`src/rename_pkg.sv`:
```
// data word and register index types for renaming and register storage
package rename_pkg;

    // data path width
    localparam int xlen = 32;
    typedef logic [xlen-1:0] data_t;

    //////////////////////////////
    // register spaces
    //////////////////////////////

    // arch reg 0 reads zero, never renamed
    localparam int num_arch_regs = 16;
    typedef logic [$clog2(num_arch_regs)-1:0] arch_reg_t;

    // preg i holds arch reg i out of reset, 16..31 start free
    localparam int num_phys_regs = 32;
    typedef logic [$clog2(num_phys_regs)-1:0] preg_t;

endpackage

```
`src/phys_regfile.sv`:
```
// physical register values and ready bits, two read ports, cdb write port
`timescale 1ns/1ps

module phys_regfile (
    input  logic              clock,
    input  logic              reset,
    input  logic              alloc_valid,
    input  rename_pkg::preg_t alloc_tag,
    input  logic              cdb_valid,
    input  rename_pkg::preg_t cdb_tag,
    input  rename_pkg::data_t cdb_data,
    input  rename_pkg::preg_t read_tag_1,
    input  rename_pkg::preg_t read_tag_2,
    input  rename_pkg::preg_t ready_tag_1,
    input  rename_pkg::preg_t ready_tag_2,
    output rename_pkg::data_t read_data_1,
    output rename_pkg::data_t read_data_2,
    output logic              ready_1,
    output logic              ready_2
);
    import rename_pkg::*;

    data_t values [num_phys_regs];
    logic [num_phys_regs-1:0] ready;

    // preg 0 is never written, stays zero
    assign read_data_1 = values[read_tag_1];
    assign read_data_2 = values[read_tag_2];

    // a broadcast in the dispatch cycle already counts as ready
    assign ready_1 = ready[ready_tag_1] || (cdb_valid && (cdb_tag == ready_tag_1));
    assign ready_2 = ready[ready_tag_2] || (cdb_valid && (cdb_tag == ready_tag_2));

    always_ff @(posedge clock) begin
        if (reset) begin
            // architectural state starts at zero
            for (int i = 0; i < num_phys_regs; i++) begin
                values[i] <= '0;
            end
            ready <= '1;
        end else begin
            // new dest waits for its producer
            if (alloc_valid && (alloc_tag != '0)) begin
                ready[alloc_tag] <= 1'b0;
            end
            if (cdb_valid && (cdb_tag != '0)) begin
                values[cdb_tag] <= cdb_data;
                ready[cdb_tag]  <= 1'b1;
            end
        end
    end

endmodule

```
`config.mk`:
```
export PLATFORM = sky130hd
export DESIGN_NAME = phys_regfile
export DESIGN_NICKNAME = d
export VERILOG_FILES = /design/src/rename_pkg.sv /design/src/phys_regfile.sv
export SDC_FILE = /design/constraint.sdc
export NUM_CORES = 2
export LEC_CHECK = 0
export BUFFER_PORTS_ARGS = -buffer_cell sky130_fd_sc_hd__buf_2
export CAP_MARGIN = 20
export CORE_MARGIN = 5
export CORE_UTILIZATION = 57
export CTS_CLUSTER_DIAMETER = 80
export CTS_CLUSTER_SIZE = 8
export DETAILED_ROUTE_END_ITERATION = 7
export PLACE_DENSITY = 0.88
export SKIP_CTS_REPAIR_TIMING = 1
export SYNTH_ARGS = -nofsm -noshare
export SYNTH_HDL_FRONTEND = slang
export SYNTH_SLANG_ARGS = --single-unit
export TNS_END_PERCENT = 50
```
`constraint.sdc`:
```
create_clock -name clock -period 2.9 [get_ports clock]
set_input_delay 0.58 -clock clock [delete_from_list [all_inputs] [get_ports clock]]
set_output_delay 0.58 -clock clock [all_outputs]
set_load 0.02 [all_outputs]
```
==> impl_results.md <==
- Die area: 104000 µm²
- Core Area: 96900 µm²
- WL per Instance: ~40 µm
- Crit path cell chain: mux4_2 > mux4_2 > mux2_4 > buf_6
- P_sw: approximately 10 mW
- RSZ-0062 raised after global routing: yes
- Reg power frac: 0.460
- Fill cell count: ~5500
- Internal power: slightly below 30 mW
- Crit end category: output pin
- Placed insts: between 4000 and 5000
- Maximum clock frequency: between 0.2 and 0.3 GHz
- Detailed-route DRC error count: 0
- Layout Nets: roughly 3600
- Area after DPL: ~60000 µm²
- Clk sinks: about 1100
- CTS tree: yes
- Overall Global Routing Usage: 0.366
- Ys async rst share: 0
- Initial core utilization: 0.576
- CTS clk-pin slew, worst paths: ~0.06 ns
- Crit path top cell by count: mux4_2
- Arrival time at the worst endpoint: 2.88 ns
- Final setup vio count: 64
- CTS Buffer Depth: 3
- Vias/cell: 7.68
- Commonest cells in the synthesized netlist: edfxtp_1, and2_1, mux4_2
- Register area share after synthesis: 0.563
- DR pass1 iterations: 8
- Final RePlAce weighted congestion: around 0.9
- Storage element area: roughly 31000 µm²
- Setup CP Type: flip-flop to output pin
- Mapped Area: around 56000 µm²
- Main flop type after synthesis: edfxtp_1
- Most frequent cell after synthesis: edfxtp_1
- Hold Slack: around 0.27 ns
- Maxcap violations: 0
- Crit path launch: values[27][14]$_SDFFCE_PN0P_
- Sw frac: 0.248
- Post-synth EDFFs: 1024
- Crit Reg-Reg Startpoint: ready[0]$_SDFF_PP1_
- Failing checks: negative setup slack
- Initial DRC count: approximately 6500
- Rows: between 100 and 150
- Hold Vio Cnt, Final: 0
- Peak supply drop: ~540 µV
- Required time worst endpoint: about 2.3 ns
- R2r endpoint: ready[0]$_SDFF_PP1_
- Top cells by area, synth: edfxtp_1, mux4_2, and2_1
- Clk_lat worst skew: 0.76 ns
- Slew margin rel.: 0.409
- Final WS setup: -0.563 ns
- Die Y: around 320 µm
- Initial antenna violation count: 18
- Power share of the clock group: 0.406
- Reg-to-reg slack, setup: approximately 2.2 ns
- YS warnings: 0
- Slew @ Worst Pin: 0.887 ns
- Combinational share of power: 0.134
- CTS Buf Count: 150
- Vias in the first global route: roughly 39000
- Hold WC Path Type: input port to flip-flop
- Global-route wire length before repair: about 270 mm
- Layout area overhead: 17.3%
- Worst Setup EP: read_data_1[14]
- Area share of the largest cell type after synthesis: 0.551
- Share of cells above drive strength 1: 0.382
- Largest net degree at the start of global routing: 54
- Final Cycle Share: 1.19
- R2R cell count: 1
- CTS Root Cell: clkbuf_16
- Crit start category: flip-flop
- CP max-delay cell: mux4_2
- H-tree depth: 4
- Tmin final: about 3.5 ns
- CP peak stage delay: roughly 0.6 ns
- Status: finished with violations
- DPL Wire Length: ~110 mm
- Die Span X: 323 µm
- Vias: about 38000
- GRT overflow: 0
- Post-Route WL: between 150 and 200 mm
- Final Core Density: 0.675
- Synth area leader: edfxtp_1
- Netlist cell types: 34
- Syn_area_per_cell: about 17 µm²
- Post-Synthesis Cells: 3318
- Static Leak: between 20 and 25 nW
- Crit-path max FO: 2
- Power per standard cell area: ~600 nW/µm²
- Routed Antenna Nets: 0
- Final Non-Filler Cells: 4892
- Post-route cell area: approximately 65000 µm²
- Final max-slew violation count: 0
- Synthesized flop and latch total: 1056
- Area of the multi-input gates: roughly 23000 µm²
- # port buffers: between 100 and 150
- Max Clock Skew: 0 ns
- Io pins: between 100 and 150
worst min-delay path by stage:
stage / start / endpoint / slack (ns) / depth (start not counted)
2_1_floorplan: ready[0]$_SDFF_PP1_ / ready[0]$_SDFF_PP1_ / 0.43 / 1
3_3_place_gp: ready[0]$_SDFF_PP1_ / ready[0]$_SDFF_PP1_ / 0.44 / 1
6_report: alloc_tag[4] / ready[16]$_SDFF_PP1_ / 0.27 / 4
5_1_grt: alloc_tag[4] / ready[17]$_SDFF_PP1_ / 0.29 / 4
4_1_cts: alloc_tag[4] / ready[16]$_SDFF_PP1_ / 0.24 / 4
3_5_place_dp: ready[0]$_SDFF_PP1_ / ready[0]$_SDFF_PP1_ / 0.46 / 1
worst max-delay path: cells and delay by family (launching register included):
family   cells  cell delay (ns)
flops        1             0.50
buf+inv      1             0.14
mux          3             1.48
layer usage:
layer,up-vias,GRT usage,wire [µm]
met5,-,0,40
met4,6,0.249,18100
met3,1376,0.139,32700
met2,4566,0.559,87500
met1,18269,0.436,55000
li1,13364,-,-
power groups by stage:
stage               logic [mW]  registers, mW  clock network, mW
floorplan                 3.05           18.1                  0
global placement          4.70           18.2                  0
detailed placement        4.78           18.3                  0
global route              5.39           18.1               16.7
finish                    5.29           18.1               16.0
CTS                       4.85           18.1               15.9
through the flow:
step	total power [mW]	TNS [ns]	worst slack [ns]
floorplan	21.1	-4.46	-0.0886
global placement	22.9	-18.11	-0.347
detailed placement	23.1	-18.94	-0.366
CTS	38.8	-22.85	-0.462
global route	40.2	-22.91	-0.549
finish	39.4	-21.86	-0.563
layout make-up:
class                   instances  area share
flip-flops and latches       1056       0.480
multi-input cells            1935       0.357
repair buffers                420      0.0751
clock buffers                 169      0.0591
well taps                    1276      0.0244
clock inverters                15     0.00384
diodes                         19    0.000727
inverters                       2    0.000115
sequential cells by signal, indices dropped and copies added, names as in the netlist:
name,count
ready,32
values,1024
cells in the final DEF (no fill, tap or decap), types with 11 or more instances in the layout:
master	n
o21ai_0	27
mux2_4	42
mux2_2	23
and2_1	993
nor2_4	31
buf_16	11
clkbuf_16	161
clkbuf_1	17
buf_4	160
buf_6	47
edfxtp_1	1024
diode_2	19
buf_12	109
mux4_2	656
nand3b_1	12
or2_2	31
buf_2	79
nand2b_1	31
conb_1	32
dfxtp_1	32
kinds of logic (layout without fill, tap and decap cells):
family | Yosys count | after routing | synth area share
AO/OA/AOI/OAI | 38 | 38 | 0.00390
XOR/XNOR | 10 | 10 | 0.00157
buffers and inverters | 358 | 606 | 0.0280
flip-flops | 1056 | 1056 | 0.563
multiplexers | 724 | 724 | 0.279
other | 1 | 51 | 0.0000672
AND/OR/NAND/NOR | 1131 | 1131 | 0.125
No activity file was read; power rests on OpenSTA's default activity.
