==> config.mk <==
export PLATFORM = sky130hd
export DESIGN_NAME = alu_unit
export DESIGN_NICKNAME = d
export VERILOG_FILES = /design/src/exec_pkg.sv /design/src/rename_pkg.sv /design/src/alu_unit.sv
export SDC_FILE = /design/constraint.sdc
export NUM_CORES = 1
export LEC_CHECK = 0
export BUFFER_PORTS_ARGS = -buffer_cell sky130_fd_sc_hd__buf_4
export CAP_MARGIN = 20
export CORE_UTILIZATION = 54
export DETAILED_ROUTE_END_ITERATION = 10
export MAX_ROUTING_LAYER = met4
export PLACE_DENSITY = 0.83
export SLEW_MARGIN = 10
export SYNTH_ARGS = -nofsm -noshare
export SYNTH_HDL_FRONTEND = slang
export SYNTH_SLANG_ARGS = --single-unit
export TNS_END_PERCENT = 30
==> constraint.sdc <==
create_clock -name clock -period 4.8 [get_ports clock]
set_clock_uncertainty 0.2 [all_clocks]
set_input_delay 0.96 -clock clock [delete_from_list [all_inputs] [get_ports clock]]
set_output_delay 0.96 -clock clock [all_outputs]
set_load 0.01 [all_outputs]
==> src/exec_pkg.sv <==
// operation encoding, functional unit kinds and op to unit mapping
package exec_pkg;

    // li writes the immediate, both sources ignored
    typedef enum logic [2:0] {
        op_add,
        op_sub,
        op_and,
        op_xor,
        op_mul,
        op_li
    } op_t;

    typedef enum logic {
        fu_alu,
        fu_mult
    } fu_t;

    // only mul goes to the multiplier
    function automatic fu_t fu_of(op_t op);
        return (op == op_mul) ? fu_mult : fu_alu;
    endfunction

endpackage

==> src/rename_pkg.sv <==
// data word and register index types for renaming and register storage
package rename_pkg;

    // data path width
    localparam int xlen = 32;
    typedef logic [xlen-1:0] data_t;

    //////////////////////////////
    // register spaces
    //////////////////////////////

    // arch reg 0 reads zero, never renamed
    localparam int num_arch_regs = 16;
    typedef logic [$clog2(num_arch_regs)-1:0] arch_reg_t;

    // preg i holds arch reg i out of reset, 16..31 start free
    localparam int num_phys_regs = 32;
    typedef logic [$clog2(num_phys_regs)-1:0] preg_t;

endpackage

==> src/alu_unit.sv <==
// single-cycle alu with a one-result hold slot for the cdb
`timescale 1ns/1ps

module alu_unit #(
    parameter int rob_depth = 8
) (
    input  logic                         clock,
    input  logic                         reset,
    input  logic                         alu_issue,
    input  exec_pkg::op_t                issue_op,
    input  rename_pkg::data_t            issue_imm,
    input  rename_pkg::data_t            operand_a,
    input  rename_pkg::data_t            operand_b,
    input  rename_pkg::preg_t            issue_dest_tag,
    input  logic [$clog2(rob_depth)-1:0] issue_rob_idx,
    input  logic                         alu_grant,
    output logic                         alu_request,
    output logic                         alu_busy,
    output rename_pkg::preg_t            alu_tag,
    output logic [$clog2(rob_depth)-1:0] alu_rob_idx,
    output rename_pkg::data_t            alu_data
);
    import rename_pkg::*;
    import exec_pkg::*;

    data_t result;

    always_comb begin
        case (issue_op)
            op_add:  result = operand_a + operand_b;
            op_sub:  result = operand_a - operand_b;
            op_and:  result = operand_a & operand_b;
            op_xor:  result = operand_a ^ operand_b;
            op_li:   result = issue_imm;
            default: result = '0;
        endcase
    end

    // slot full and losing arbitration
    assign alu_busy = alu_request && !alu_grant;

    always_ff @(posedge clock) begin
        if (reset) begin
            alu_request <= 1'b0;
        end else begin
            alu_request <= alu_issue || alu_busy;
        end
    end

    // no issue while busy, so the held result is never overwritten
    always_ff @(posedge clock) begin
        if (alu_issue) begin
            alu_tag     <= issue_dest_tag;
            alu_rob_idx <= issue_rob_idx;
            alu_data    <= result;
        end
    end

endmodule

==> reports/results.md <==
Outcome
• result of the run: completed

Floorplan
• floorplan die width: 99.02 µm
• die span in y: 99.02 µm
• I/O pin count: 153
• placeable core area: 9196 µm²
• Die ar.: 9804 µm²
• floorplan row count: 35
• initial cell density of the core: 0.5527

Clocking
• post_cts resized: 0
• CTS root buffer: sky130_fd_sc_hd__clkbuf_8
• maximum level of the CTS H-tree: 2
• Num CTS Buffers: 5
• largest buffer count on any clock path: 2
• CTS tree: built
• cts-stage hold buffer count: 0
• setup fix buffers added after clock tree synthesis: 0
• clock-pin slew of the registers on the worst-case setup and hold paths: 0.09 ns
• Clock Latency Late Sink: 0.30 ns
• count of clock tree sinks: 41

Cells and area
• count of inserted antenna diode cells: 0
• multi-input gate area in the final layout: 3646 µm²
• Post-Route Utilization: 0.6970
• share of post-route cells with drive strength above 1: 0.2760
• area of all placed cells without fillers: 6410 µm²
• area growth from synthesis to layout: 26.12%
• Final #Nets: 907
• fill cell instance count of the final layout: 760
• final std cells w/o fill: 843
• Seq. cell area: 1221 µm²

Critical path
• cell depth of the worst setup path: 14
• crit start category: primary input
• Critical-path top delay cell: sky130_fd_sc_hd__o311ai_0
• CP Class: primary input to register
• worst reg2reg path startpoint: alu_request
• largest stage delay on the critical path: 0.60 ns
• count of buffering cells on the critical path with inverters included: 1
• Setup crit end kind: register
• Worst Reg-to-Reg Cells: 3
• crit path max fanout: 7
• data required time at the worst endpoint: 4.66 ns
• Worst setup startpoint: operand_b[4]
• worst setup slack for register-to-register paths: 3.86 ns
• worst setup path endpoint: alu_data[27]
• reg-to-reg critical path endpoint: alu_request
• category of cells accounting for the largest share of critical-path delay: compound AO/OA/AOI/OAI gates
• cells traversed along the worst timing path: buf_4 -> nor4_1 -> and3b_1 -> nand2_1 -> o41ai_1 -> xor2_1 -> ha_1 -> a21oi_1 -> o21ai_1 -> a21oi_1 -> nor2_1 -> o311ai_0 -> mux2i_1 -> nand2_1
• Worst Path Arrival: 4.33 ns

STA
• final worst slack: 0.3255 ns
• final clock period utilization by the worst path: 0.9322
• transition time of the tightest slew-check pin: 1.106 ns
• count of final hold-check violations: 0
• final hold slack: 0.4166 ns
• slew margin rel.: 0.2608
• final count of pins violating max slew: 0
• setup repair after global routing missed its margin: no
• final sum of negative setup slack: 0 ns
• number of endpoints failing setup at the final stage: 0
• Period minus WS final: 4.475 ns
• upper clock frequency limit: 223.5 MHz

Yosys
• synthesized area: 5082 µm²
• mean cell area of the mapped netlist: 8.748 µm²
• #FFs+latches synth: 41
• synthesized netlist net count: 757
• Cell variety after synth: 63
• number of flops mapped to enable cells by yosys: 40
• post-synthesis instance total: 581
• proportion of synthesized flip-flops having asynchronous set or reset: 0
• Synth Warn #: 0
• most used flip-flop cell after synthesis: sky130_fd_sc_hd__edfxtp_1
• Seq/Total Area, Yosys: 0.2403

Pwr
• Leak Pwr: 2.946 nW
• overall power after layout: 1.402 mW
• Max rail drop VDD: 0.0001314 V
• PwrDens: 218.7 nW/µm²

Detailed routing
• routed via count divided by cell count: 6.004
• first drt pass iteration count: 4
• Final ANT Viol Nets: 0
• residual DRC count: 0
• routed len/inst: 18.16 µm
• drt first-iter violations: 213
• count of vias placed by the detailed router: 5061
• Post-Route WL: 15310 µm

Placed design
• setup slack at placement: 0.01201 ns
• half-perimeter wire length after placement: 12410 µm
• last weighted congestion value of the routability-driven placer: 0.9581
• Post-Place Cells: 835
• number of port buffers: 152
• instance area after placement: 6324 µm²

Global route
• number of antenna violations at the first check in global routing: 0
• largest net degree at the start of global routing: 42
• sum of overflow across all layers after global routing: 0
• number of global-route vias before repair: 4970
• global-route wire length before repair: 24140 µm
• GRT Resource Usage Total: 0.3216

Job
• max cap viols: 0

Worst hold path
• Hold Crit Class: register to register

## routing by layer
metal	GRT usage	wire [µm]	vias up
met5	-	0	-
met4	0.09185	322	0
met2	0.5277	7112	186
met1	0.4145	6976	2357
met3	0.04255	898	25
li1	-	-	2493
## final cells by class
class                   instances  share of cell area
multi-input cells             500              0.5688
repair buffers                168              0.1968
flip-flops and latches         41              0.1905
well taps                     111             0.02167
clock buffers                   5             0.01074
inverters                      15            0.008784
clock inverters                 3            0.002733
## registers in the layout, summed over array words and instances, names as in the netlist
register,flops
alu_request,1
alu_rob_idx,3
alu_data,32
alu_tag,5
## worst min-delay path by stage
stage | cells after the start | slack, ns | to | startpoint
2_1_floorplan | 3 | 0.45 | alu_request | alu_request
3_3_place_gp | 3 | 0.39 | alu_request | alu_request
3_5_place_dp | 3 | 0.40 | alu_request | alu_request
4_1_cts | 3 | 0.42 | alu_request | alu_request
5_1_grt | 3 | 0.49 | alu_request | alu_request
6_report | 3 | 0.42 | alu_request | alu_request
## tightest hold or removal path: cells and delay by family (launching register included)
kind / cells / cell delay, ns
flip-flops: 1 / 0.31
AND/OR/NAND/NOR: 3 / 0.26
## kinds of logic after synthesis
group	share of synthesized area
AO/OA/AOI/OAI	0.2248
XOR/XNOR	0.08961
adder cells (fa/ha/maj)	0.1615
buffers and inverters	0.04234
flip-flops	0.2403
multiplexers	0.07386
AND/OR/NAND/NOR	0.1677
## synthesized netlist by cell type, types with 9 or more instances
| cell type | number | area, µm² |
|---|---|---|
| sky130_fd_sc_hd__a21oi_1 | 58 | 290.3 |
| sky130_fd_sc_hd__clkbuf_1 | 12 | 45.04 |
| sky130_fd_sc_hd__edfxtp_1 | 40 | 1201 |
| sky130_fd_sc_hd__ha_1 | 64 | 800.8 |
| sky130_fd_sc_hd__inv_1 | 15 | 56.30 |
| sky130_fd_sc_hd__mux2i_1 | 33 | 330.3 |
| sky130_fd_sc_hd__nand2_1 | 64 | 240.2 |
| sky130_fd_sc_hd__nand3_1 | 13 | 65.06 |
| sky130_fd_sc_hd__nand4_1 | 9 | 56.30 |
| sky130_fd_sc_hd__nor2_1 | 41 | 153.9 |
| sky130_fd_sc_hd__nor3_1 | 10 | 50.05 |
| sky130_fd_sc_hd__o21ai_0 | 32 | 160.2 |
| sky130_fd_sc_hd__o221ai_1 | 16 | 140.1 |
| sky130_fd_sc_hd__xnor2_1 | 19 | 166.4 |
| sky130_fd_sc_hd__xor2_1 | 33 | 289.0 |
## where the power goes
group          total, mW  internal [mW]  switching (mW)
Clock              0.238          0.101           0.137
Sequential         0.456          0.444          0.0120
Combinational      0.708          0.319           0.389
Total               1.40          0.864           0.538
## layout by cell type, fill, tap and decap left out, types with 5 or more instances in the layout
cell type,instances
sky130_fd_sc_hd__mux2i_1,33
sky130_fd_sc_hd__clkbuf_8,5
sky130_fd_sc_hd__and2_1,8
sky130_fd_sc_hd__o221ai_1,16
sky130_fd_sc_hd__nor3_1,10
sky130_fd_sc_hd__nand3_1,13
sky130_fd_sc_hd__nand2_1,64
sky130_fd_sc_hd__ha_1,64
sky130_fd_sc_hd__a21oi_1,58
sky130_fd_sc_hd__a21o_1,8
sky130_fd_sc_hd__edfxtp_1,40
sky130_fd_sc_hd__o31ai_1,8
sky130_fd_sc_hd__nand4_1,9
sky130_fd_sc_hd__inv_1,15
sky130_fd_sc_hd__nor2b_1,6
sky130_fd_sc_hd__buf_4,168
sky130_fd_sc_hd__xor2_1,33
sky130_fd_sc_hd__xnor2_1,19
sky130_fd_sc_hd__o21ai_0,32
sky130_fd_sc_hd__nor2_1,41
Note: power is estimated with default switching activity, not from simulation.
