`config.mk`:
```
export PLATFORM = sky130hd
export DESIGN_NAME = reorder_buffer
export DESIGN_NICKNAME = d
export VERILOG_FILES = /design/src/rename_pkg.sv /design/src/reorder_buffer.sv
export SDC_FILE = /design/constraint.sdc
export NUM_CORES = 1
export LEC_CHECK = 0
export ABC_AREA = 1
export BUFFER_PORTS_ARGS = -buffer_cell sky130_fd_sc_hd__buf_2
export CAP_MARGIN = 20
export CORE_MARGIN = 5
export CORE_UTILIZATION = 40
export DETAILED_ROUTE_END_ITERATION = 6
export MAX_ROUTING_LAYER = met4
export RECOVER_POWER = 100
export SETUP_SLACK_MARGIN = 0.2
export SYNTH_ARGS = -nofsm -noshare
export SYNTH_HDL_FRONTEND = slang
export SYNTH_SLANG_ARGS = --single-unit
```
`constraint.sdc`:
```
create_clock -name clock -period 3.91 [get_ports clock]
set_input_delay 0 -clock clock [delete_from_list [all_inputs] [get_ports clock]]
set_output_delay 0 -clock clock [all_outputs]
set_load 0.005 [all_outputs]
```
`src/rename_pkg.sv`:
```
// data word and register index types for renaming and register storage
package rename_pkg;

    // data path width
    localparam int xlen = 32;
    typedef logic [xlen-1:0] data_t;

    //////////////////////////////
    // register spaces
    //////////////////////////////

    // arch reg 0 reads zero, never renamed
    localparam int num_arch_regs = 16;
    typedef logic [$clog2(num_arch_regs)-1:0] arch_reg_t;

    // preg i holds arch reg i out of reset, 16..31 start free
    localparam int num_phys_regs = 32;
    typedef logic [$clog2(num_phys_regs)-1:0] preg_t;

endpackage

```
`src/reorder_buffer.sv`:
```
// reorder buffer with in-order allocation, cdb completion and registered commit
`timescale 1ns/1ps

module reorder_buffer #(
    parameter int rob_depth = 8
) (
    input  logic                         clock,
    input  logic                         reset,
    input  logic                         dispatch_fire,
    input  rename_pkg::arch_reg_t        dispatch_dest,
    input  rename_pkg::preg_t            dest_tag,
    input  rename_pkg::preg_t            prev_dest_tag,
    input  logic                         cdb_valid,
    input  logic [$clog2(rob_depth)-1:0] cdb_rob_idx,
    input  rename_pkg::data_t            cdb_data,
    output logic [$clog2(rob_depth)-1:0] rob_tail_idx,
    output logic                         rob_full,
    output logic                         free_valid,
    output rename_pkg::preg_t            free_tag,
    output logic                         commit_valid,
    output logic                         commit_wr_en,
    output rename_pkg::arch_reg_t        commit_arch_reg,
    output rename_pkg::data_t            commit_data
);
    import rename_pkg::*;

    localparam int idx_w = $clog2(rob_depth);

    // entry payload
    arch_reg_t entry_dest [rob_depth];
    preg_t entry_prev [rob_depth];
    data_t entry_data [rob_depth];
    logic [rob_depth-1:0] entry_renamed;
    // completion flags
    logic [rob_depth-1:0] entry_done;
    logic [idx_w:0] head;
    logic [idx_w:0] tail;
    logic [idx_w-1:0] head_idx;
    logic retire;

    assign head_idx     = head[idx_w-1:0];
    assign rob_tail_idx = tail[idx_w-1:0];
    // same slot, opposite lap
    assign rob_full = (head[idx_w] != tail[idx_w]) && (head_idx == rob_tail_idx);
    // head leaves once its result is in
    assign retire = (head != tail) && entry_done[head_idx];

    //////////////////////////////
    // entry storage
    //////////////////////////////

    always_ff @(posedge clock) begin
        if (dispatch_fire) begin
            entry_dest[rob_tail_idx]    <= dispatch_dest;
            entry_prev[rob_tail_idx]    <= prev_dest_tag;
            entry_renamed[rob_tail_idx] <= (dest_tag != '0);
        end
        if (cdb_valid) begin
            entry_data[cdb_rob_idx] <= cdb_data;
        end
    end

    //////////////////////////////
    // pointers and retire
    //////////////////////////////

    always_ff @(posedge clock) begin
        if (reset) begin
            head         <= '0;
            tail         <= '0;
            entry_done   <= '0;
            commit_valid <= 1'b0;
            commit_wr_en <= 1'b0;
            free_valid   <= 1'b0;
        end else begin
            if (dispatch_fire) begin
                tail <= tail + 1'b1;
                entry_done[rob_tail_idx] <= 1'b0;
            end
            if (cdb_valid) begin
                entry_done[cdb_rob_idx] <= 1'b1;
            end
            if (retire) begin
                head <= head + 1'b1;
            end
            commit_valid <= retire;
            commit_wr_en <= retire && (entry_dest[head_idx] != '0);
            // old mapping of a renamed dest goes back to the free list
            free_valid   <= retire && entry_renamed[head_idx];
        end
    end

    // commit payload
    always_ff @(posedge clock) begin
        if (retire) begin
            commit_arch_reg <= entry_dest[head_idx];
            commit_data     <= entry_data[head_idx];
            free_tag        <= entry_prev[head_idx];
        end
    end

endmodule

```
==> flow_results.xml <==
<?xml version="1.0" encoding="UTF-8"?>
<metrics>
  <group name="setup_path">
    <metric name="worst-r2r-cell-count" unit="">7</metric>
    <metric name="critPathKind" unit="">reg2reg</metric>
    <metric name="worst-endpoint-required" unit="ns">4.20</metric>
    <metric name="cp_launch_type" unit="">register</metric>
    <metric name="end_kind" unit="">register</metric>
    <metric name="critical_path.reg2reg.startpoint" unit="">head[0]$_SDFFE_PP0P_</metric>
    <metric name="reg2reg_slack" unit="ns">0.85</metric>
    <metric name="regToRegEndpoint" unit="">commit_data[1]$_DFFE_PP_</metric>
    <metric name="cp_data_arrival_time" unit="ns">3.35</metric>
    <metric name="worst-path-max-fanout" unit="">62</metric>
  </group>
  <group name="routing">
    <metric name="totalWireLength" unit="µm">35110</metric>
    <metric name="num_vias" unit="">9536</metric>
    <metric name="total_met2_wirelength_after_detailed_routing" unit="µm">16390</metric>
    <metric name="met3_wirelength_from_detailed_routing" unit="µm">2289</metric>
    <metric name="ant_nets" unit="">0</metric>
    <metric name="route.layer.met1.wl" unit="µm">15840</metric>
    <metric name="drtIter0Drc" unit="">661</metric>
    <metric name="route.detailed.wl_per_inst" unit="µm">18.52</metric>
    <metric name="drc_errors" unit="">0</metric>
    <metric name="dr.pass1.iters" unit="">5</metric>
    <metric name="drt-vias-per-instance" unit="">5.030</metric>
    <metric name="top_signal_layer_used" unit="">met4</metric>
  </group>
  <group name="placement">
    <metric name="place_hpwl" unit="µm">19420</metric>
    <metric name="io_buffer_count" unit="">100</metric>
    <metric name="dpl-instance-area" unit="µm²">16480</metric>
    <metric name="finalWeightedCongestion" unit="">0.7560</metric>
  </group>
  <group name="layout">
    <metric name="finalNetCount" unit="">1406</metric>
    <metric name="largest_reg_flops" unit="">256</metric>
    <metric name="layout_common_cells" unit="">edfxtp_1, nor2_1, nand2_1</metric>
    <metric name="largestRegisters" unit="">entry_data (256), entry_prev (40)</metric>
    <metric name="final_layout_size_suffix_gt1_frac" unit="">0.06874</metric>
    <metric name="flow.area_growth_from_synthesis" unit="%">16.81</metric>
    <metric name="final_common_cell" unit="">edfxtp_1</metric>
    <metric name="finish.instance_area" unit="µm²">17920</metric>
    <metric name="largest_register_by_flop_count" unit="">entry_data</metric>
    <metric name="nFillCells" unit="">3370</metric>
  </group>
  <group name="logic_synthesis">
    <metric name="ys_seq_elements" unit="">399</metric>
    <metric name="postSynthNetCount" unit="">1257</metric>
    <metric name="ys_warnings" unit="">0</metric>
    <metric name="synthesis.area" unit="µm²">15340</metric>
    <metric name="share_of_synthesized_area_occupied_by_flip_flops_and_latches" unit="">0.7666</metric>
    <metric name="synth_cells" unit="">1202</metric>
    <metric name="syn_avg_cell_area" unit="µm²">12.76</metric>
    <metric name="synth_cell_types" unit="">26</metric>
  </group>
  <group name="grt">
    <metric name="grt_antenna_before_repair" unit="">3</metric>
    <metric name="grt_pass1_wl" unit="µm">54300</metric>
    <metric name="grt_overflow_total" unit="">0</metric>
    <metric name="grt_start_max_net_pins" unit="">125</metric>
    <metric name="track_usage" unit="">0.1719</metric>
    <metric name="first_global_vias" unit="">9356</metric>
  </group>
  <group name="cts">
    <metric name="post_cts_setup_buffer_count" unit="">0</metric>
    <metric name="clock_latency" unit="ns">0.56</metric>
    <metric name="clk_pin_slew_worst_setup_hold_paths" unit="ns">0.06</metric>
    <metric name="postCtsHoldBufs" unit="">46</metric>
    <metric name="tritoncts" unit="">built</metric>
    <metric name="sinks_on_clock_net" unit="">399</metric>
    <metric name="clock_tree.buffer_depth" unit="">3</metric>
    <metric name="htreeDepth" unit="">2</metric>
    <metric name="cts-buffers-inserted" unit="">43</metric>
    <metric name="clock-root-buffer" unit="">clkbuf_16</metric>
    <metric name="post_cts_resized" unit="">0</metric>
  </group>
  <group name="floorplanning">
    <metric name="die-height" unit="µm">205.8</metric>
    <metric name="design.die.area" unit="µm²">42370</metric>
    <metric name="initial_util" unit="">0.4064</metric>
    <metric name="dieWidth" unit="µm">205.8</metric>
    <metric name="floorplan.rows" unit="">71</metric>
    <metric name="design.core.area" unit="µm²">37760</metric>
    <metric name="ios" unit="">101</metric>
  </group>
  <group name="sta">
    <metric name="timing.max_slew.rel_slack" unit="">-0.9875</metric>
    <metric name="worstMarginPinSlew" unit="ns">2.970</metric>
    <metric name="final.setup_skew" unit="ns">0.01531</metric>
    <metric name="setup_total_negative_slack" unit="ns">0</metric>
    <metric name="grt_setup_unrepaired" unit="">false</metric>
    <metric name="period_share" unit="">0.7818</metric>
    <metric name="report.final.slew_viol_count" unit="">171</metric>
    <metric name="post_layout_min_period" unit="ns">3.057</metric>
    <metric name="final_hold_viol_count" unit="">0</metric>
    <metric name="final-setup-viol-count" unit="">0</metric>
    <metric name="max_freq" unit="MHz">327.1</metric>
  </group>
  <group name="power">
    <metric name="power_leakage" unit="nW">6.253</metric>
    <metric name="vdd_drop_max" unit="mV">0.3941</metric>
    <metric name="power.density_cell_area" unit="nW/µm²">501.4</metric>
  </group>
  <group name="hold_path">
    <metric name="worst_hold_path.endpoint" unit="">entry_data[0][20]$_DFFE_PP_</metric>
    <metric name="worstHoldStart" unit="">cdb_rob_idx[0]</metric>
    <metric name="min_path_cells" unit="">4</metric>
    <metric name="hold_path.class" unit="">in2reg</metric>
  </group>
  <group name="outcome">
    <metric name="violations_in_the_final_reports" unit="">max-capacitance violations, max-slew violations</metric>
    <metric name="status" unit="">finished with violations</metric>
  </group>
  <group name="flow_run">
    <metric name="drv_cap" unit="">8</metric>
  </group>
</metrics>
-- layout make-up --
cell class / count / area [µm²] / share of cell area
inverters: 45 / 172.7 / 0.009635
clock inverters: 22 / 121.4 / 0.006772
multi-input cells: 690 / 3088 / 0.1723
flip-flops and latches: 399 / 11770 / 0.6566
clock buffers: 54 / 1117 / 0.06235
well taps: 511 / 639.4 / 0.03568
diodes: 3 / 7.507 / 0.0004189
repair buffers: 172 / 1007 / 0.05620
-- cells in the mapped netlist (all sizes together) --
library cell | number | area [µm²]
edfxtp | 377 | 11320
nand2 | 202 | 760.7
a22oi | 2 | 15.01
inv | 45 | 168.9
buf | 32 | 178.9
xor2 | 3 | 26.28
nor2 | 217 | 822.0
ha | 2 | 25.02
a21oi | 9 | 45.04
clkbuf | 36 | 135.1
nand3 | 21 | 127.6
dfxtp | 22 | 440.4
xnor2 | 2 | 17.52
o21ai | 156 | 780.8
o22ai | 74 | 462.9
nor3 | 1 | 5.000
mux2i | 1 | 10.01
-- worst max-delay path: stages, from the launching register on --
cell	delay [ns]
dfxtp_4	0.65
clkbuf_2	0.99
nand2_1	0.13
nand3_1	0.15
nand3_1	0.13
nand3_4	0.17
inv_2	0.22
buf_12	0.27
-- worst max-delay path by stage --
stage,startpoint,to,depth (start not counted)
6_report,head[0]$_SDFFE_PP0P_,commit_data[1]$_DFFE_PP_,7
5_1_grt,head[0]$_SDFFE_PP0P_,commit_data[1]$_DFFE_PP_,7
4_1_cts,head[0]$_SDFFE_PP0P_,commit_data[1]$_DFFE_PP_,7
3_5_place_dp,head[0]$_SDFFE_PP0P_,commit_data[1]$_DFFE_PP_,7
3_3_place_gp,head[0]$_SDFFE_PP0P_,commit_data[2]$_DFFE_PP_,7
2_1_floorplan,head[0]$_SDFFE_PP0P_,commit_arch_reg[0]$_DFFE_PP_,8
-- per-stage QoR --
step                      hold slack (ns)  total power [mW]    util  instances  worst slack (ns)
final                              0.2704             8.986  0.4747       1896            0.8530
after global routing               0.3082             9.350  0.4747       1896            0.5900
after CTS                         0.06385             9.097  0.4815       1893             1.313
after detailed placement           0.2635             5.438  0.4365       1771             1.323
after global placement             0.2690             5.422  0.4357       1770             1.357
after floorplan                   0.07213             5.228       -       1202             1.635
-- logic make-up (layout without fill, tap and decap cells) --
family                     Yosys count  in the layout  synth area share
AOI/OAI and AO/OA                  241            241           0.08498
DFF                                399            399            0.7666
adders and majority gates            2              2          0.001631
and+or+nand+nor                    441            441            0.1118
buffers and inverters              113            293           0.03148
muxes                                1              1         0.0006524
other                                0              3                 0
xor gates and xnor gates             5              5          0.002855
-- power breakdown --
| group | total, mW | switching (mW) | internal (mW) |
|---|---|---|---|
| sequential | 4.86 | 0.0443 | 4.82 |
| clock | 3.62 | 1.59 | 2.03 |
| combinational | 0.497 | 0.339 | 0.158 |
| total | 8.99 | 1.98 | 7.01 |
-- routing by layer --
layer / GRT usage / up-vias
met3: 0.03341 / 50
met5: - / -
met1: 0.2372 / 4623
met2: 0.2667 / 289
li1: - / 4574
met4: 0.04206 / 0
Note: power is estimated with default switching activity, not from simulation.
