**src/rename_pkg.sv**
```systemverilog
// data word and register index types for renaming and register storage
package rename_pkg;

    // data path width
    localparam int xlen = 32;
    typedef logic [xlen-1:0] data_t;

    //////////////////////////////
    // register spaces
    //////////////////////////////

    // arch reg 0 reads zero, never renamed
    localparam int num_arch_regs = 16;
    typedef logic [$clog2(num_arch_regs)-1:0] arch_reg_t;

    // preg i holds arch reg i out of reset, 16..31 start free
    localparam int num_phys_regs = 32;
    typedef logic [$clog2(num_phys_regs)-1:0] preg_t;

endpackage

```
**src/cdb_arbiter.sv**
```systemverilog
// fixed-priority cdb arbiter between multiplier and alu
`timescale 1ns/1ps

module cdb_arbiter #(
    parameter int rob_depth = 8
) (
    input  logic                         alu_request,
    input  rename_pkg::preg_t            alu_tag,
    input  logic [$clog2(rob_depth)-1:0] alu_rob_idx,
    input  rename_pkg::data_t            alu_data,
    input  logic                         mult_request,
    input  rename_pkg::preg_t            mult_tag,
    input  logic [$clog2(rob_depth)-1:0] mult_rob_idx,
    input  rename_pkg::data_t            mult_data,
    output logic                         alu_grant,
    output logic                         cdb_valid,
    output rename_pkg::preg_t            cdb_tag,
    output logic [$clog2(rob_depth)-1:0] cdb_rob_idx,
    output rename_pkg::data_t            cdb_data
);

    // multiplier cannot stall, so it always wins
    assign alu_grant = alu_request && !mult_request;
    assign cdb_valid = alu_request || mult_request;

    // broadcast mux
    assign cdb_tag     = mult_request ? mult_tag : alu_tag;
    assign cdb_rob_idx = mult_request ? mult_rob_idx : alu_rob_idx;
    assign cdb_data    = mult_request ? mult_data : alu_data;

endmodule

```
**config.mk**
```make
export PLATFORM = sky130hd
export DESIGN_NAME = cdb_arbiter
export DESIGN_NICKNAME = d
export VERILOG_FILES = /design/src/rename_pkg.sv /design/src/cdb_arbiter.sv
export SDC_FILE = /design/constraint.sdc
export NUM_CORES = 1
export LEC_CHECK = 0
export BUFFER_PORTS_ARGS = -buffer_cell sky130_fd_sc_hd__buf_2
export CAP_MARGIN = 10
export CORE_AREA = 3 3 53 55
export DETAILED_ROUTE_END_ITERATION = 10
export DIE_AREA = 0 0 56 58
export PLACE_DENSITY = 0.85
export SLEW_MARGIN = 5
export SYNTH_ARGS = -nofsm -noshare
export SYNTH_HDL_FRONTEND = slang
export SYNTH_SLANG_ARGS = --single-unit
```
**constraint.sdc**
```tcl
create_clock -name vclk -period 1.6
set_input_delay 0.24 -clock vclk [all_inputs]
set_output_delay 0.24 -clock vclk [all_outputs]
set_load 0.01 [all_outputs]
```
==> key figures, run 1 <==
Global routing
  • Largest net degree at the start of global routing: 23
  • Antenna violations before repair: 0
  • Total GRT Usage: 0.125
  • First-pass GRT wire length: about 3.5 mm
  • Grt total ovfl: 0
  • Vias in the first global route: ~800

Die
  • Die W: ~56 um
  • Die height: between 50 and 60 um
  • # IOs: 124
  • Site Rows: 18
  • Die Footprint: 3250 sq um
  • Initial Util: 0.287
  • Core ar.: ~2400 sq um

Timing
  • Slew headroom: 0.891
  • Post-Route Setup TNS: 0 ns
  • Unrepaired setup endpoints after global routing: false
  • Slew Viols, Final: 0
  • Final Hold Viols: 0
  • Worst-margin pin slew: between 0.15 and 0.2 ns
  • Final setup viols: 0
  • Fmax: roughly 0.77 GHz
  • Crit path time final: around 1.3 ns
  • Fin crit share: 0.807

Final layout
  • Register area: 0 sq um
  • Number of antenna diodes: 0
  • Core Util, Final: 0.536
  • Proportion of layout cells with a drive suffix above 1: 0.994
  • Area Overhead vs Synth: 87.1%
  • Clock buffers: 0
  • Fin nets: between 200 and 300
  • Num sequential: 0

Detailed routing
  • Antenna viol nets, final: 0
  • Router iterations before antenna repair: 4
  • Drt wl/cell: approximately 12 um
  • Remaining DRCs: 0
  • Via count: 860
  • Final wirelength: roughly 2.4 mm
  • DR vias/cell: ~4.3
  • 1st-iter DRT viols: 11

Logic synthesis
  • Yosys warning count: 0
  • Largest cells by area after synthesis: mux2_4, buf_12, mux2_2
  • Sequential element share of the synthesized area: 0
  • Mapped Avg Cell Area: roughly 15 sq um
  • Syn_nets: 129
  • Synthesized cell area: 697 sq um
  • Area share of the largest cell type after synthesis: 0.819
  • Cell variety after synth: 6
  • Cell taking the most area after synthesis: mux2_4
  • Cells after Synth: 47

Worst setup path
  • Cell chain of the critical path: buf_2 > buf_12 > mux2_4 > buf_2
  • WP data required: around 1.4 ns
  • CP arrival: ~1.1 ns
  • Family with the most delay on the worst path: buffers and inverters
  • Crit. Startpoint: mult_request
  • CP Max Fanout: 22
  • Critical path type: input port to output pin
  • Startpoint types: input port
  • CP Buf/Inv Count: 3
  • Cell mode on critical path: buf_2
  • Critical path's largest stage delay: approximately 0.32 ns
  • CP max-delay cell: mux2_4
  • Crit path capture type: output pin

Place
  • GPL Wtd Cong: 0.739
  • IO buf count: ~120

Clock tree
  • Buffers inserted by post-CTS timing repair: 0
  • Hold buffers post-CTS: 0
  • Count of cells resized by post-cts repair: 0

Min path
  • Hold Path Sink: cdb_valid
  • Hold crit path type: input port to output pin
  • Hold Startpoint: alu_request
  • Hold Path Stages: 3

Pwr
  • Peak supply drop: roughly 170 uV
  • Pwr dens: between 300 and 400 nW/um^2
  • Leak: ~0.83 nW

Run
  • Number of max-cap violations: 0

Status
  • Status: finished clean
cells by family (layout without fill, tap and decap cells):
family / Yosys count / in the layout / synth area share
buf+inv: 5 / 126 / 0.131
mux: 40 / 40 / 0.851
simple gates: 2 / 2 / 0.0180
cells in the final DEF, fill, tap and decap left out:
master / instances
buf_2: 124
mux2_4: 38
mux2_2: 2
buf_12: 2
nor2b_1: 1
or2_2: 1
routing by layer:
| layer | GRT usage | wire length, um | share of wire |
|---|---|---|---|
| met1 | 0.115 | 692 | 0.28 |
| met2 | 0.282 | 1480 | 0.61 |
| met3 | 0.0267 | 253 | 0.10 |
| met4 | 0.0102 | 14 | 0.0057 |
| met5 | 0 | 0 | 0 |
Yosys cell counts:
cell type	instances
mux2_4	38
buf_12	4
mux2_2	2
buf_6	1
nor2b_1	1
or2_2	1
stage by stage:
stage          setup slack (ns)  hold slack, ns  area (sq um)  std cells  power [mW]
2_1_floorplan             0.537           0.584           697         47       0.230
3_3_place_gp              0.317           0.763          1300        198       0.388
3_5_place_dp              0.299           0.762          1300        198       0.399
4_1_cts                   0.298           0.762          1300        198       0.400
5_1_grt                   0.272           0.787          1300        198       0.422
6_report                  0.309           0.759          1300        198       0.394
layout make-up:
| class | instances | area, sq um |
|---|---|---|
| Fill cell | 256 | 1130 |
| Multi-Input combinational cell | 42 | 606 |
| Tap cell | 30 | 37.5 |
| Timing Repair Buffer | 126 | 661 |
power breakdown:
group,internal [mW],switching (mW)
clock network,0,0
logic,0.249,0.145
registers,0,0
how the worst max path moves through the flow:
stage	end	slack, ns	cells after the start
floorplan	cdb_data[0]	0.54	3
global placement	cdb_data[31]	0.32	4
detailed placement	cdb_data[31]	0.30	4
CTS	cdb_data[31]	0.30	4
global route	cdb_data[29]	0.27	4
finish	cdb_data[22]	0.31	4
Note: power is estimated with default switching activity, not from simulation.
==> run 2, diff against run 1 <==
--- a/config.mk
+++ b/config.mk
@@ -7,10 +7,10 @@
 export LEC_CHECK = 0
 export BUFFER_PORTS_ARGS = -buffer_cell sky130_fd_sc_hd__buf_2
 export CAP_MARGIN = 10
-export CORE_AREA = 3 3 53 55
+export CORE_AREA = 3 3 54 56
 export DETAILED_ROUTE_END_ITERATION = 10
-export DIE_AREA = 0 0 56 58
-export PLACE_DENSITY = 0.85
+export DIE_AREA = 0 0 57 59
+export PLACE_DENSITY = 0.82
 export SLEW_MARGIN = 5
 export SYNTH_ARGS = -nofsm -noshare
 export SYNTH_HDL_FRONTEND = slang
==> constraint.sdc (replaced) <==
create_clock -name vclk -period 1.3
set_input_delay 0.195 -clock vclk [all_inputs]
set_output_delay 0.195 -clock vclk [all_outputs]
set_load 0.01 [all_outputs]
==> run 2 against run 1 <==
  * Critical path type unchanged
  * Hold slack lost 0.089 ns
  * Worst setup slack lost 0.21 ns
  * Sequential cell count is the same
  * Count of clock-buffer cells in the layout is the same
  * Power grew 24%
  * Cell count grew 0.51%
  * Core utilization shrank 0.67 points
  * Routed wire length grew 2.3%
  * Global-route usage shrank 0.26 points
==> key figures, run 2 (synthesis gave the netlist of run 1 again) <==
Final layout
  • Num sequential: 0 (unchanged)
  • Area Overhead vs Synth: 88.2%
  • Most common cell after layout, fill and taps aside: buf_2
  • Most frequent cells in the layout: buf_2, mux2_4, mux2_2, buf_12
  • Proportion of layout cells with a drive suffix above 1: 0.994 (about the same)
  • Post-Layout Cell Count: 199 (+0.51%)
  • Number of antenna diodes: 0 (unchanged)
  • Clock buffers: 0 (unchanged)
  • Fin nets: 253 (+0.40%)
  • Register area: 0 sq um (unchanged)

Timing
  • Post-Route Setup TNS: 0 ns (unchanged)
  • Crit path time final: 1.20 ns
  • Unrepaired setup endpoints after global routing: false
  • Slew headroom: 0.893 (+0.00191)
  • Worst-margin pin slew: 0.160 ns (-0.00287 ns)
  • Fmax: 0.835 GHz
  • Fin crit share: 0.922
  • Final setup viols: 0 (unchanged)
  • Slew Viols, Final: 0 (unchanged)
  • Final Hold Viols: 0 (unchanged)

Worst setup path
  • Startpoint types: input port
  • Worst path depth: 4 (unchanged)
  • CP Buf/Inv Count: 3 (unchanged)
  • Family with the most delay on the worst path: buffers and inverters
  • WP data required: 1.11 ns (-0.25 ns)
  • CP arrival: 1.00 ns (-0.05 ns)
  • CP Max Fanout: 21 (-4.5%)
  • Crit. Startpoint: mult_request
  • Cell mode on critical path: buf_2
  • CP max-delay cell: mux2_4
  • Crit path capture type: output pin
  • Critical path type: input port to output pin
  • Critical path's largest stage delay: 0.31 ns (about the same)
  • Cell chain of the critical path: buf_2 > buf_12 > mux2_4 > buf_2
  • Crit path capture: cdb_data[11]

Place
  • IO buf count: 124 (unchanged)
  • GPL Wtd Cong: 0.729 (-1.4%)
  • Dpl cells: 199 (+0.51%)
  • Hpwl dp: 2.35 mm

Die
  • Site Rows: 18 (unchanged)
  • Die height: 59 um (+1.7%)
  • Initial Util: 0.281 (-0.00521)
  • Die W: 57 um (+1.8%)
  • Core ar.: 2480 sq um (+1.9%)
  • # IOs: 124 (unchanged)
  • Die Footprint: 3360 sq um (+3.5%)

Clock tree
  • Buffers inserted by post-CTS timing repair: 0 (unchanged)
  • Hold buffers post-CTS: 0 (unchanged)
  • Count of cells resized by post-cts repair: 0 (unchanged)

Pwr
  • Flop pwr share: 0 (unchanged)
  • Int Pwr: 308 uW (+24%)
  • Leak: 0.836 nW (+0.58%)
  • Switching Fraction: 0.367 (-0.000943)
  • NetSw: 179 uW (+23%)
  • Clock share of power: 0 (unchanged)
  • Pwr dens: 371 nW/um^2 (+23%)
  • Comb pwr share: 1.000 (about the same)
  • Peak supply drop: 209 uV (+24%)

Detailed routing
  • 1st-iter DRT viols: 22 (+11)
  • Remaining DRCs: 0 (unchanged)
  • Router iterations before antenna repair: 4 (unchanged)
  • DR vias/cell: 4.29 (-1.2%)
  • Via count: 854 (-0.70%)
  • Drt wl/cell: 12.5 um (+1.7%)
  • Final wirelength: 2.50 mm (+2.3%)
  • Antenna viol nets, final: 0 (unchanged)

Global routing
  • Antenna violations before repair: 0 (unchanged)
  • Vias in the first global route: 836 (+4.4%)
  • Total GRT Usage: 0.123 (-0.00256)
  • Largest net degree at the start of global routing: 22 (-4.3%)
  • First-pass GRT wire length: 3.50 mm (+1.2%)
  • Grt total ovfl: 0 (unchanged)

Min path
  • Hold crit path type: input port to output pin

Run
  • Number of max-cap violations: 0 (unchanged)

Status
  • Status: finished clean
-- run 2: changes by cell type in the layout (fill, tap and decap cells not counted), sizes merged --
| cell | change |
|---|---|
| buf | +1 |
-- run 2: area by class of cell --
| type | count | area [sq um] |
|---|---|---|
| fillers | 264 | 1170 |
| repair buffers | 127 | 668 |
| multi-input cells | 42 | 606 |
| well taps | 30 | 37.5 |
-- run 2: per-stage QoR --
step	util	setup WS (ns)	power, mW	hold slack, ns	cell area (sq um)
floorplan	-	0.327	0.284	0.494	697
global placement	0.529	0.102	0.482	0.666	1310
detailed placement	0.529	0.0969	0.494	0.670	1310
CTS	0.529	0.0952	0.495	0.672	1310
global route	0.529	0.0682	0.521	0.687	1310
finish	0.529	0.102	0.487	0.671	1310
-- run 2: how the worst min path moves through the flow --
stage | startpoint | to | slack, ns | cells past startpoint
2_1_floorplan | alu_request | cdb_valid | 0.49 | 1
3_3_place_gp | alu_request | cdb_valid | 0.67 | 3
3_5_place_dp | alu_request | cdb_valid | 0.67 | 3
4_1_cts | alu_request | cdb_valid | 0.67 | 3
5_1_grt | alu_request | cdb_valid | 0.69 | 3
6_report | alu_request | cdb_valid | 0.67 | 3
-- run 2: power groups by stage --
stage                     clock network [mW]  logic [mW]  registers (mW)
after global routing                       0       0.521               0
after global placement                     0       0.482               0
after floorplan                            0       0.284               0
after detailed placement                   0       0.494               0
after CTS                                  0       0.495               0
final                                      0       0.487               0
-- run 2: metal layers --
layer  vias up  routed length (um)  global-route usage
met4         0                  26              0.0132
met2        47                1510               0.264
met1       383                 694               0.119
li1        420                   -                   -
met3         4                 265              0.0283
met5         -                   0                   0
