<file path="src/exec_pkg.sv">
// operation encoding, functional unit kinds and op to unit mapping
package exec_pkg;

    // li writes the immediate, both sources ignored
    typedef enum logic [2:0] {
        op_add,
        op_sub,
        op_and,
        op_xor,
        op_mul,
        op_li
    } op_t;

    typedef enum logic {
        fu_alu,
        fu_mult
    } fu_t;

    // only mul goes to the multiplier
    function automatic fu_t fu_of(op_t op);
        return (op == op_mul) ? fu_mult : fu_alu;
    endfunction

endpackage

</file>
<file path="src/rename_pkg.sv">
// data word and register index types for renaming and register storage
package rename_pkg;

    // data path width
    localparam int xlen = 32;
    typedef logic [xlen-1:0] data_t;

    //////////////////////////////
    // register spaces
    //////////////////////////////

    // arch reg 0 reads zero, never renamed
    localparam int num_arch_regs = 16;
    typedef logic [$clog2(num_arch_regs)-1:0] arch_reg_t;

    // preg i holds arch reg i out of reset, 16..31 start free
    localparam int num_phys_regs = 32;
    typedef logic [$clog2(num_phys_regs)-1:0] preg_t;

endpackage

</file>
<file path="src/issue_queue.sv">
// issue queue with cdb wakeup and oldest-ready selection
`timescale 1ns/1ps

module issue_queue #(
    parameter int iq_depth  = 4,
    parameter int rob_depth = 8
) (
    input  logic                         clock,
    input  logic                         reset,
    input  logic                         dispatch_fire,
    input  exec_pkg::op_t                dispatch_op,
    input  rename_pkg::data_t            dispatch_imm,
    input  rename_pkg::preg_t            src1_tag,
    input  rename_pkg::preg_t            src2_tag,
    input  rename_pkg::preg_t            dest_tag,
    input  logic                         src1_ready,
    input  logic                         src2_ready,
    input  logic [$clog2(rob_depth)-1:0] rob_tail_idx,
    input  logic                         cdb_valid,
    input  rename_pkg::preg_t            cdb_tag,
    input  logic                         alu_busy,
    output logic                         iq_full,
    output rename_pkg::preg_t            read_tag_1,
    output rename_pkg::preg_t            read_tag_2,
    output logic                         alu_issue,
    output logic                         mult_issue,
    output exec_pkg::op_t                issue_op,
    output rename_pkg::data_t            issue_imm,
    output rename_pkg::preg_t            issue_dest_tag,
    output logic [$clog2(rob_depth)-1:0] issue_rob_idx
);
    import rename_pkg::*;
    import exec_pkg::*;

    // slot index, also wide enough for the age count
    localparam int slot_w = $clog2(iq_depth);
    localparam int idx_w  = $clog2(rob_depth);

    logic [iq_depth-1:0] valid;
    logic [iq_depth-1:0] rdy1;
    logic [iq_depth-1:0] rdy2;
    op_t e_op [iq_depth];
    data_t e_imm [iq_depth];
    preg_t e_src1 [iq_depth];
    preg_t e_src2 [iq_depth];
    preg_t e_dest [iq_depth];
    logic [idx_w-1:0] e_rob [iq_depth];
    // number of younger valid entries, so larger is older
    logic [slot_w-1:0] e_age [iq_depth];
    logic found;
    logic [slot_w-1:0] sel;
    logic [slot_w-1:0] free_slot;
    logic is_li;

    //////////////////////////////
    // select
    //////////////////////////////

    // oldest entry with both operands and a unit that can take it
    always_comb begin
        found = 1'b0;
        sel   = '0;
        for (int i = 0; i < iq_depth; i++) begin
            if (valid[i] && rdy1[i] && rdy2[i]
                    && !(alu_busy && (fu_of(e_op[i]) == fu_alu))
                    && (!found || (e_age[i] > e_age[sel]))) begin
                found = 1'b1;
                sel   = slot_w'(i);
            end
        end
    end

    // lowest empty slot
    always_comb begin
        free_slot = '0;
        for (int i = iq_depth - 1; i >= 0; i--) begin
            if (!valid[i]) begin
                free_slot = slot_w'(i);
            end
        end
    end

    assign iq_full    = &valid;
    assign alu_issue  = found && (fu_of(e_op[sel]) == fu_alu);
    assign mult_issue = found && (fu_of(e_op[sel]) == fu_mult);

    // operands read from the regfile in the issue cycle
    assign read_tag_1     = e_src1[sel];
    assign read_tag_2     = e_src2[sel];
    assign issue_op       = e_op[sel];
    assign issue_imm      = e_imm[sel];
    assign issue_dest_tag = e_dest[sel];
    assign issue_rob_idx  = e_rob[sel];

    // li needs no operands
    assign is_li = (dispatch_op == op_li);

    //////////////////////////////
    // entry state
    //////////////////////////////

    always_ff @(posedge clock) begin
        if (reset) begin
            valid <= '0;
            rdy1  <= '0;
            rdy2  <= '0;
        end else begin
            // wakeup
            for (int i = 0; i < iq_depth; i++) begin
                if (cdb_valid && (e_src1[i] == cdb_tag)) begin
                    rdy1[i] <= 1'b1;
                end
                if (cdb_valid && (e_src2[i] == cdb_tag)) begin
                    rdy2[i] <= 1'b1;
                end
            end
            if (found) begin
                valid[sel] <= 1'b0;
            end
            if (dispatch_fire) begin
                valid[free_slot] <= 1'b1;
                rdy1[free_slot]  <= src1_ready || is_li;
                rdy2[free_slot]  <= src2_ready || is_li;
            end
        end
    end

    always_ff @(posedge clock) begin
        // age up on insert, down when a younger entry leaves
        for (int i = 0; i < iq_depth; i++) begin
            e_age[i] <= e_age[i] + slot_w'(dispatch_fire)
                        - slot_w'(found && (e_age[i] > e_age[sel]));
        end
        if (dispatch_fire) begin
            e_age[free_slot]  <= '0;
            e_op[free_slot]   <= dispatch_op;
            e_imm[free_slot]  <= dispatch_imm;
            e_src1[free_slot] <= src1_tag;
            e_src2[free_slot] <= src2_tag;
            e_dest[free_slot] <= dest_tag;
            e_rob[free_slot]  <= rob_tail_idx;
        end
    end

endmodule

</file>
<file path="config.mk">
export PLATFORM = sky130hd
export DESIGN_NAME = issue_queue
export DESIGN_NICKNAME = d
export VERILOG_FILES = /design/src/exec_pkg.sv /design/src/rename_pkg.sv /design/src/issue_queue.sv
export SDC_FILE = /design/constraint.sdc
export NUM_CORES = 1
export LEC_CHECK = 0
export ABC_AREA = 1
export BUFFER_PORTS_ARGS = -buffer_cell sky130_fd_sc_hd__buf_2
export CAP_MARGIN = 0
export CELL_PAD_IN_SITES_DETAIL_PLACEMENT = 0
export CELL_PAD_IN_SITES_GLOBAL_PLACEMENT = 1
export CORE_MARGIN = 1.5
export CORE_UTILIZATION = 28
export DETAILED_ROUTE_END_ITERATION = 7
export PLACE_DENSITY = 0.58
export SYNTH_ARGS = -nofsm -noshare
export SYNTH_HDL_FRONTEND = slang
export SYNTH_SLANG_ARGS = --single-unit
</file>
<file path="constraint.sdc">
create_clock -name clock -period 15.3 [get_ports clock]
set_input_delay 0.765 -clock clock [delete_from_list [all_inputs] [get_ports clock]]
set_output_delay 0.765 -clock clock [all_outputs]
set_load 0.01 [all_outputs]
</file>
==> out/results.tsv <==
stage	metric	value	unit
run_status	status	completed	
floorplan	rows	68	
synthesis	yosysTopAreaCell	edfxtp_1	
setup_path	critPathMaxStageDelay	0.56	ns
setup_path	critPathCapture	alu_issue	
power_and_ir_drop	clockPowerShare	0.407	
global_route	grt_pass1_vias	6382	
cts	cts.sinks	232	
drt	drtPass1Iterations	5	
power_and_ir_drop	p_seq_frac	0.489	
global_route	grt_start_max_net_pins	60	
place	gp_congestion	0.767	
timing	drv_slew	0	
synthesis	netlist_area	9780	um2
floorplan	initial_core_util	0.284	
setup_path	path_class	reg -> out	
global_route	track_usage	0.141	
cts	cts-resized-gates	0	
global_route	overflow	0	
drt	drt_iter0_drc	378	
power_and_ir_drop	pwr-share-comb	0.104	
setup_path	reg2reg_depth	38	
drt	via_count	6458	
timing	tightest_slew	0.955	ns
synthesis	synth_top_family_by_area	simple AND/OR/NAND/NOR gates	
cts	clockBufferDepth	3	
power_and_ir_drop	p_switching	366	uW
synthesis	synth-adder-area-share	0.0230	
synthesis	synthCells	820	
timing	layout_min_cycle_time	7.27	ns
floorplan	dieHeight	190	um
floorplan	core	34500	um2
setup_path	cpMostUsedCell	nand2_1	
synthesis	synthXorXnorAreaFrac	0.0188	
synthesis	synth.yosys.seq_area_share	0.692	
cts	ctsHoldBuffers	0	
synthesis	synth_top_cell_area_share	0.651	
run	maxCapViolCount	0	
synthesis	synth_area_per_cell	11.9	um2
cts	numCtsBuffers	26	
drt	ant_nets	0	
global_route	grt_pass1_wl	38.4	mm
cts	root_buffer	clkbuf_16	
layout	final_nets	1027	
timing	finalSetupViolCount	0	
global_route	antenna_found_initial	5	
place	pre_cts_ws	8.30	ns
setup_path	timing.rr.end	e_age[2][1]	
setup_path	crit_fanout	53	
synthesis	synth_compound_area_frac	0.0542	
timing	finalClockSkew	0.0120	ns
floorplan	dieArea	36100	um2
drt	routed_wl	25.6	mm
power_and_ir_drop	p_sw_frac	0.240	
power_and_ir_drop	power.leakage	4.41	nW
power_and_ir_drop	p_int	1.16	mW
layout	final_util	0.339	
power_and_ir_drop	vdd_drop_max	0.0702	mV
floorplan	fp.dieW	190	um
cts	clk_pin_slew_worst_paths	0.06	ns
timing	setup_slack	8.03	ns
layout	area_growth	19.4	%
timing	fin_crit_sh	0.475	
setup_path	cp.required	14.53	ns
place	port_buffers	120	
synthesis	synthArstFlopShare	0	
synthesis	synth_warnings	0	
cts	cts_tree	done	
synthesis	synthMuxAreaShare	0	
cts	clkLatencyLatePin	0.53	ns
synthesis	synth-simple-area-share	0.164	
synthesis	ys_ff_latch	232	
timing	hold_viol_final	0	
setup_path	cp-startpoint	e_age[0][1]	
place	place_area	10800	um2
setup_path	cp-end-kind	output port	
drt	via_per_inst	4.55	
cts	cts_setup_buffers	0	
synthesis	synth_edf_count	212	
synthesis	synth_nets	903	
layout	drive_gt1_frac	0.199	
synthesis	synthFlopType	edfxtp_1	
synthesis	ys_types	37	
synthesis	synthTopCellsByArea	edfxtp_1, nand2_1, dfxtp_1, nand3_1, nand4_1	
timing	max_freq	0.138	GHz
drt	wire_per_inst	18.0	um
timing	relSlewSlack	0.363	
hold_path	hold_class	in -> reg	
setup_path	worstPathArrival	6.50	ns
setup_path	r2r_slack	8.62	ns
setup_path	r2r_start	e_age[0][1]	
drt	drc_errors	0	
power_and_ir_drop	power.density	130	nW/um2
cts	htreeDepth	1	
timing	fin_setup_tns	0	ns
setup_path	critPathLaunchType	flop	
place	dp_hpwl	15.8	mm
layout	fin_area	11700	um2
setup_path	cp_slowest_cell	buf_4	
floorplan	pin_count	121	
timing	rsz0062_at_grt	no	
final cells by class:
cell class,count,area [um2]
Multi-Input combinational cell,486,2560
Tap cell,455,569
Timing Repair Buffer,129,668
Clock inverter,19,176
Sequential cell,232,6770
Inverter,69,260
Clock buffer,28,679
Fill cell,3492,22800
Antenna cell,2,5.00
logic make-up (layout without fill, tap and decap cells):
logic type	count (synthesis)	in the layout
AND/OR/NAND/NOR	363	363
flip-flops	232	232
buffers and inverters	102	245
AO/OA/AOI/OAI	84	84
XOR/XNOR	21	21
adder cells (fa/ha/maj)	18	18
other	0	2
power by group through the flow:
stage	Clock, mW	Sequential [mW]	Combinational, mW
after global routing	0.660	0.749	0.187
after detailed placement	0	0.759	0.161
after global placement	0	0.759	0.159
after CTS	0.635	0.746	0.162
after floorplan	0	0.754	0.105
final	0.620	0.745	0.159
synth_stat cells, types with 2 or more instances:
master and n:
o22ai_1 14, a311oi_1 5, xnor2_1 7, inv_2 4, dfxtp_1 20, buf_1 3
buf_2 14, a211oi_1 3, nand2_2 6, a21oi_4 2, a21oi_1 26, inv_1 63
clkbuf_1 8, o2111ai_1 6, nand3_1 68, nand2_1 201, xor2_1 14, buf_6 4
buf_8 3, o21ai_0 21, nor2_1 32, nand3_2 2, nand4_1 42, nor3_1 8
edfxtp_1 212, ha_1 18, a221oi_1 4
flip-flops by register name, summed over array words and instances (netlist names):
| register | cells |
|---|---|
| e_age | 8 |
| e_imm | 128 |
| e_src1 | 20 |
| e_dest | 20 |
| e_src2 | 20 |
| e_op | 12 |
| rdy2 | 4 |
| e_rob | 12 |
| rdy1 | 4 |
| valid | 4 |
placed cells by master, fill, tap and decap left out, types with 2 or more instances in the layout:
| cell | instances |
|---|---|
| diode_2 | 2 |
| bufinv_16 | 3 |
| ha_1 | 18 |
| xnor2_1 | 7 |
| inv_2 | 6 |
| a311oi_1 | 5 |
| xor2_1 | 14 |
| nor3_1 | 7 |
| nand3_1 | 68 |
| clkinv_2 | 8 |
| a221oi_1 | 4 |
| buf_2 | 120 |
| clkinvlp_4 | 2 |
| nand2_2 | 6 |
| o2111ai_1 | 6 |
| o21ai_0 | 21 |
| nand3_2 | 2 |
| clkbuf_16 | 27 |
| inv_1 | 61 |
| a21oi_1 | 26 |
| a211oi_1 | 3 |
| dfxtp_1 | 20 |
| nand2_1 | 201 |
| a21oi_4 | 2 |
| edfxtp_1 | 212 |
| buf_4 | 9 |
| o22ai_1 | 14 |
| nand4_1 | 42 |
| nor2_1 | 32 |
| clkinv_1 | 6 |
worst min-delay path by stage:
stage                           from           end  slack, ns  cells past startpoint
floorplan                    rdy1[2]       rdy1[2]       0.45                      2
global placement             rdy2[2]       rdy2[2]       0.48                      2
detailed placement           rdy2[2]       rdy2[2]       0.48                      2
CTS                      src2_tag[2]  e_src2[3][2]       0.43                      1
global route             src1_tag[1]  e_src1[1][1]       0.44                      1
finish              dispatch_imm[30]  e_imm[2][30]       0.45                      1
routing by layer:
metal / track usage / up-vias / wire, um
li1: - / 3172 / -
met1: 0.185 / 3091 / 11500
met2: 0.238 / 150 / 12300
met3: 0.0304 / 39 / 1480
met4: 0.0321 / 6 / 395
met5: 0 / - / 41
critical path, delay by kind of cell, from the launching register on:
family          cells  cell delay, ns
buf+inv            11            2.21
simple gates       18            1.80
fa+ha+maj           3            0.89
flops               1            0.40
compound gates      4            0.56
per-stage QoR:
step / std cells / hold slack (ns) / power (mW)
final: 1420 / 0.452 / 1.52
after global routing: 1418 / 0.437 / 1.60
after CTS: 1418 / 0.431 / 1.54
after detailed placement: 1371 / 0.485 / 0.920
after global placement: 1371 / 0.478 / 0.918
after floorplan: 820 / 0.445 / 0.859
(Power assumes the default switching activity.)
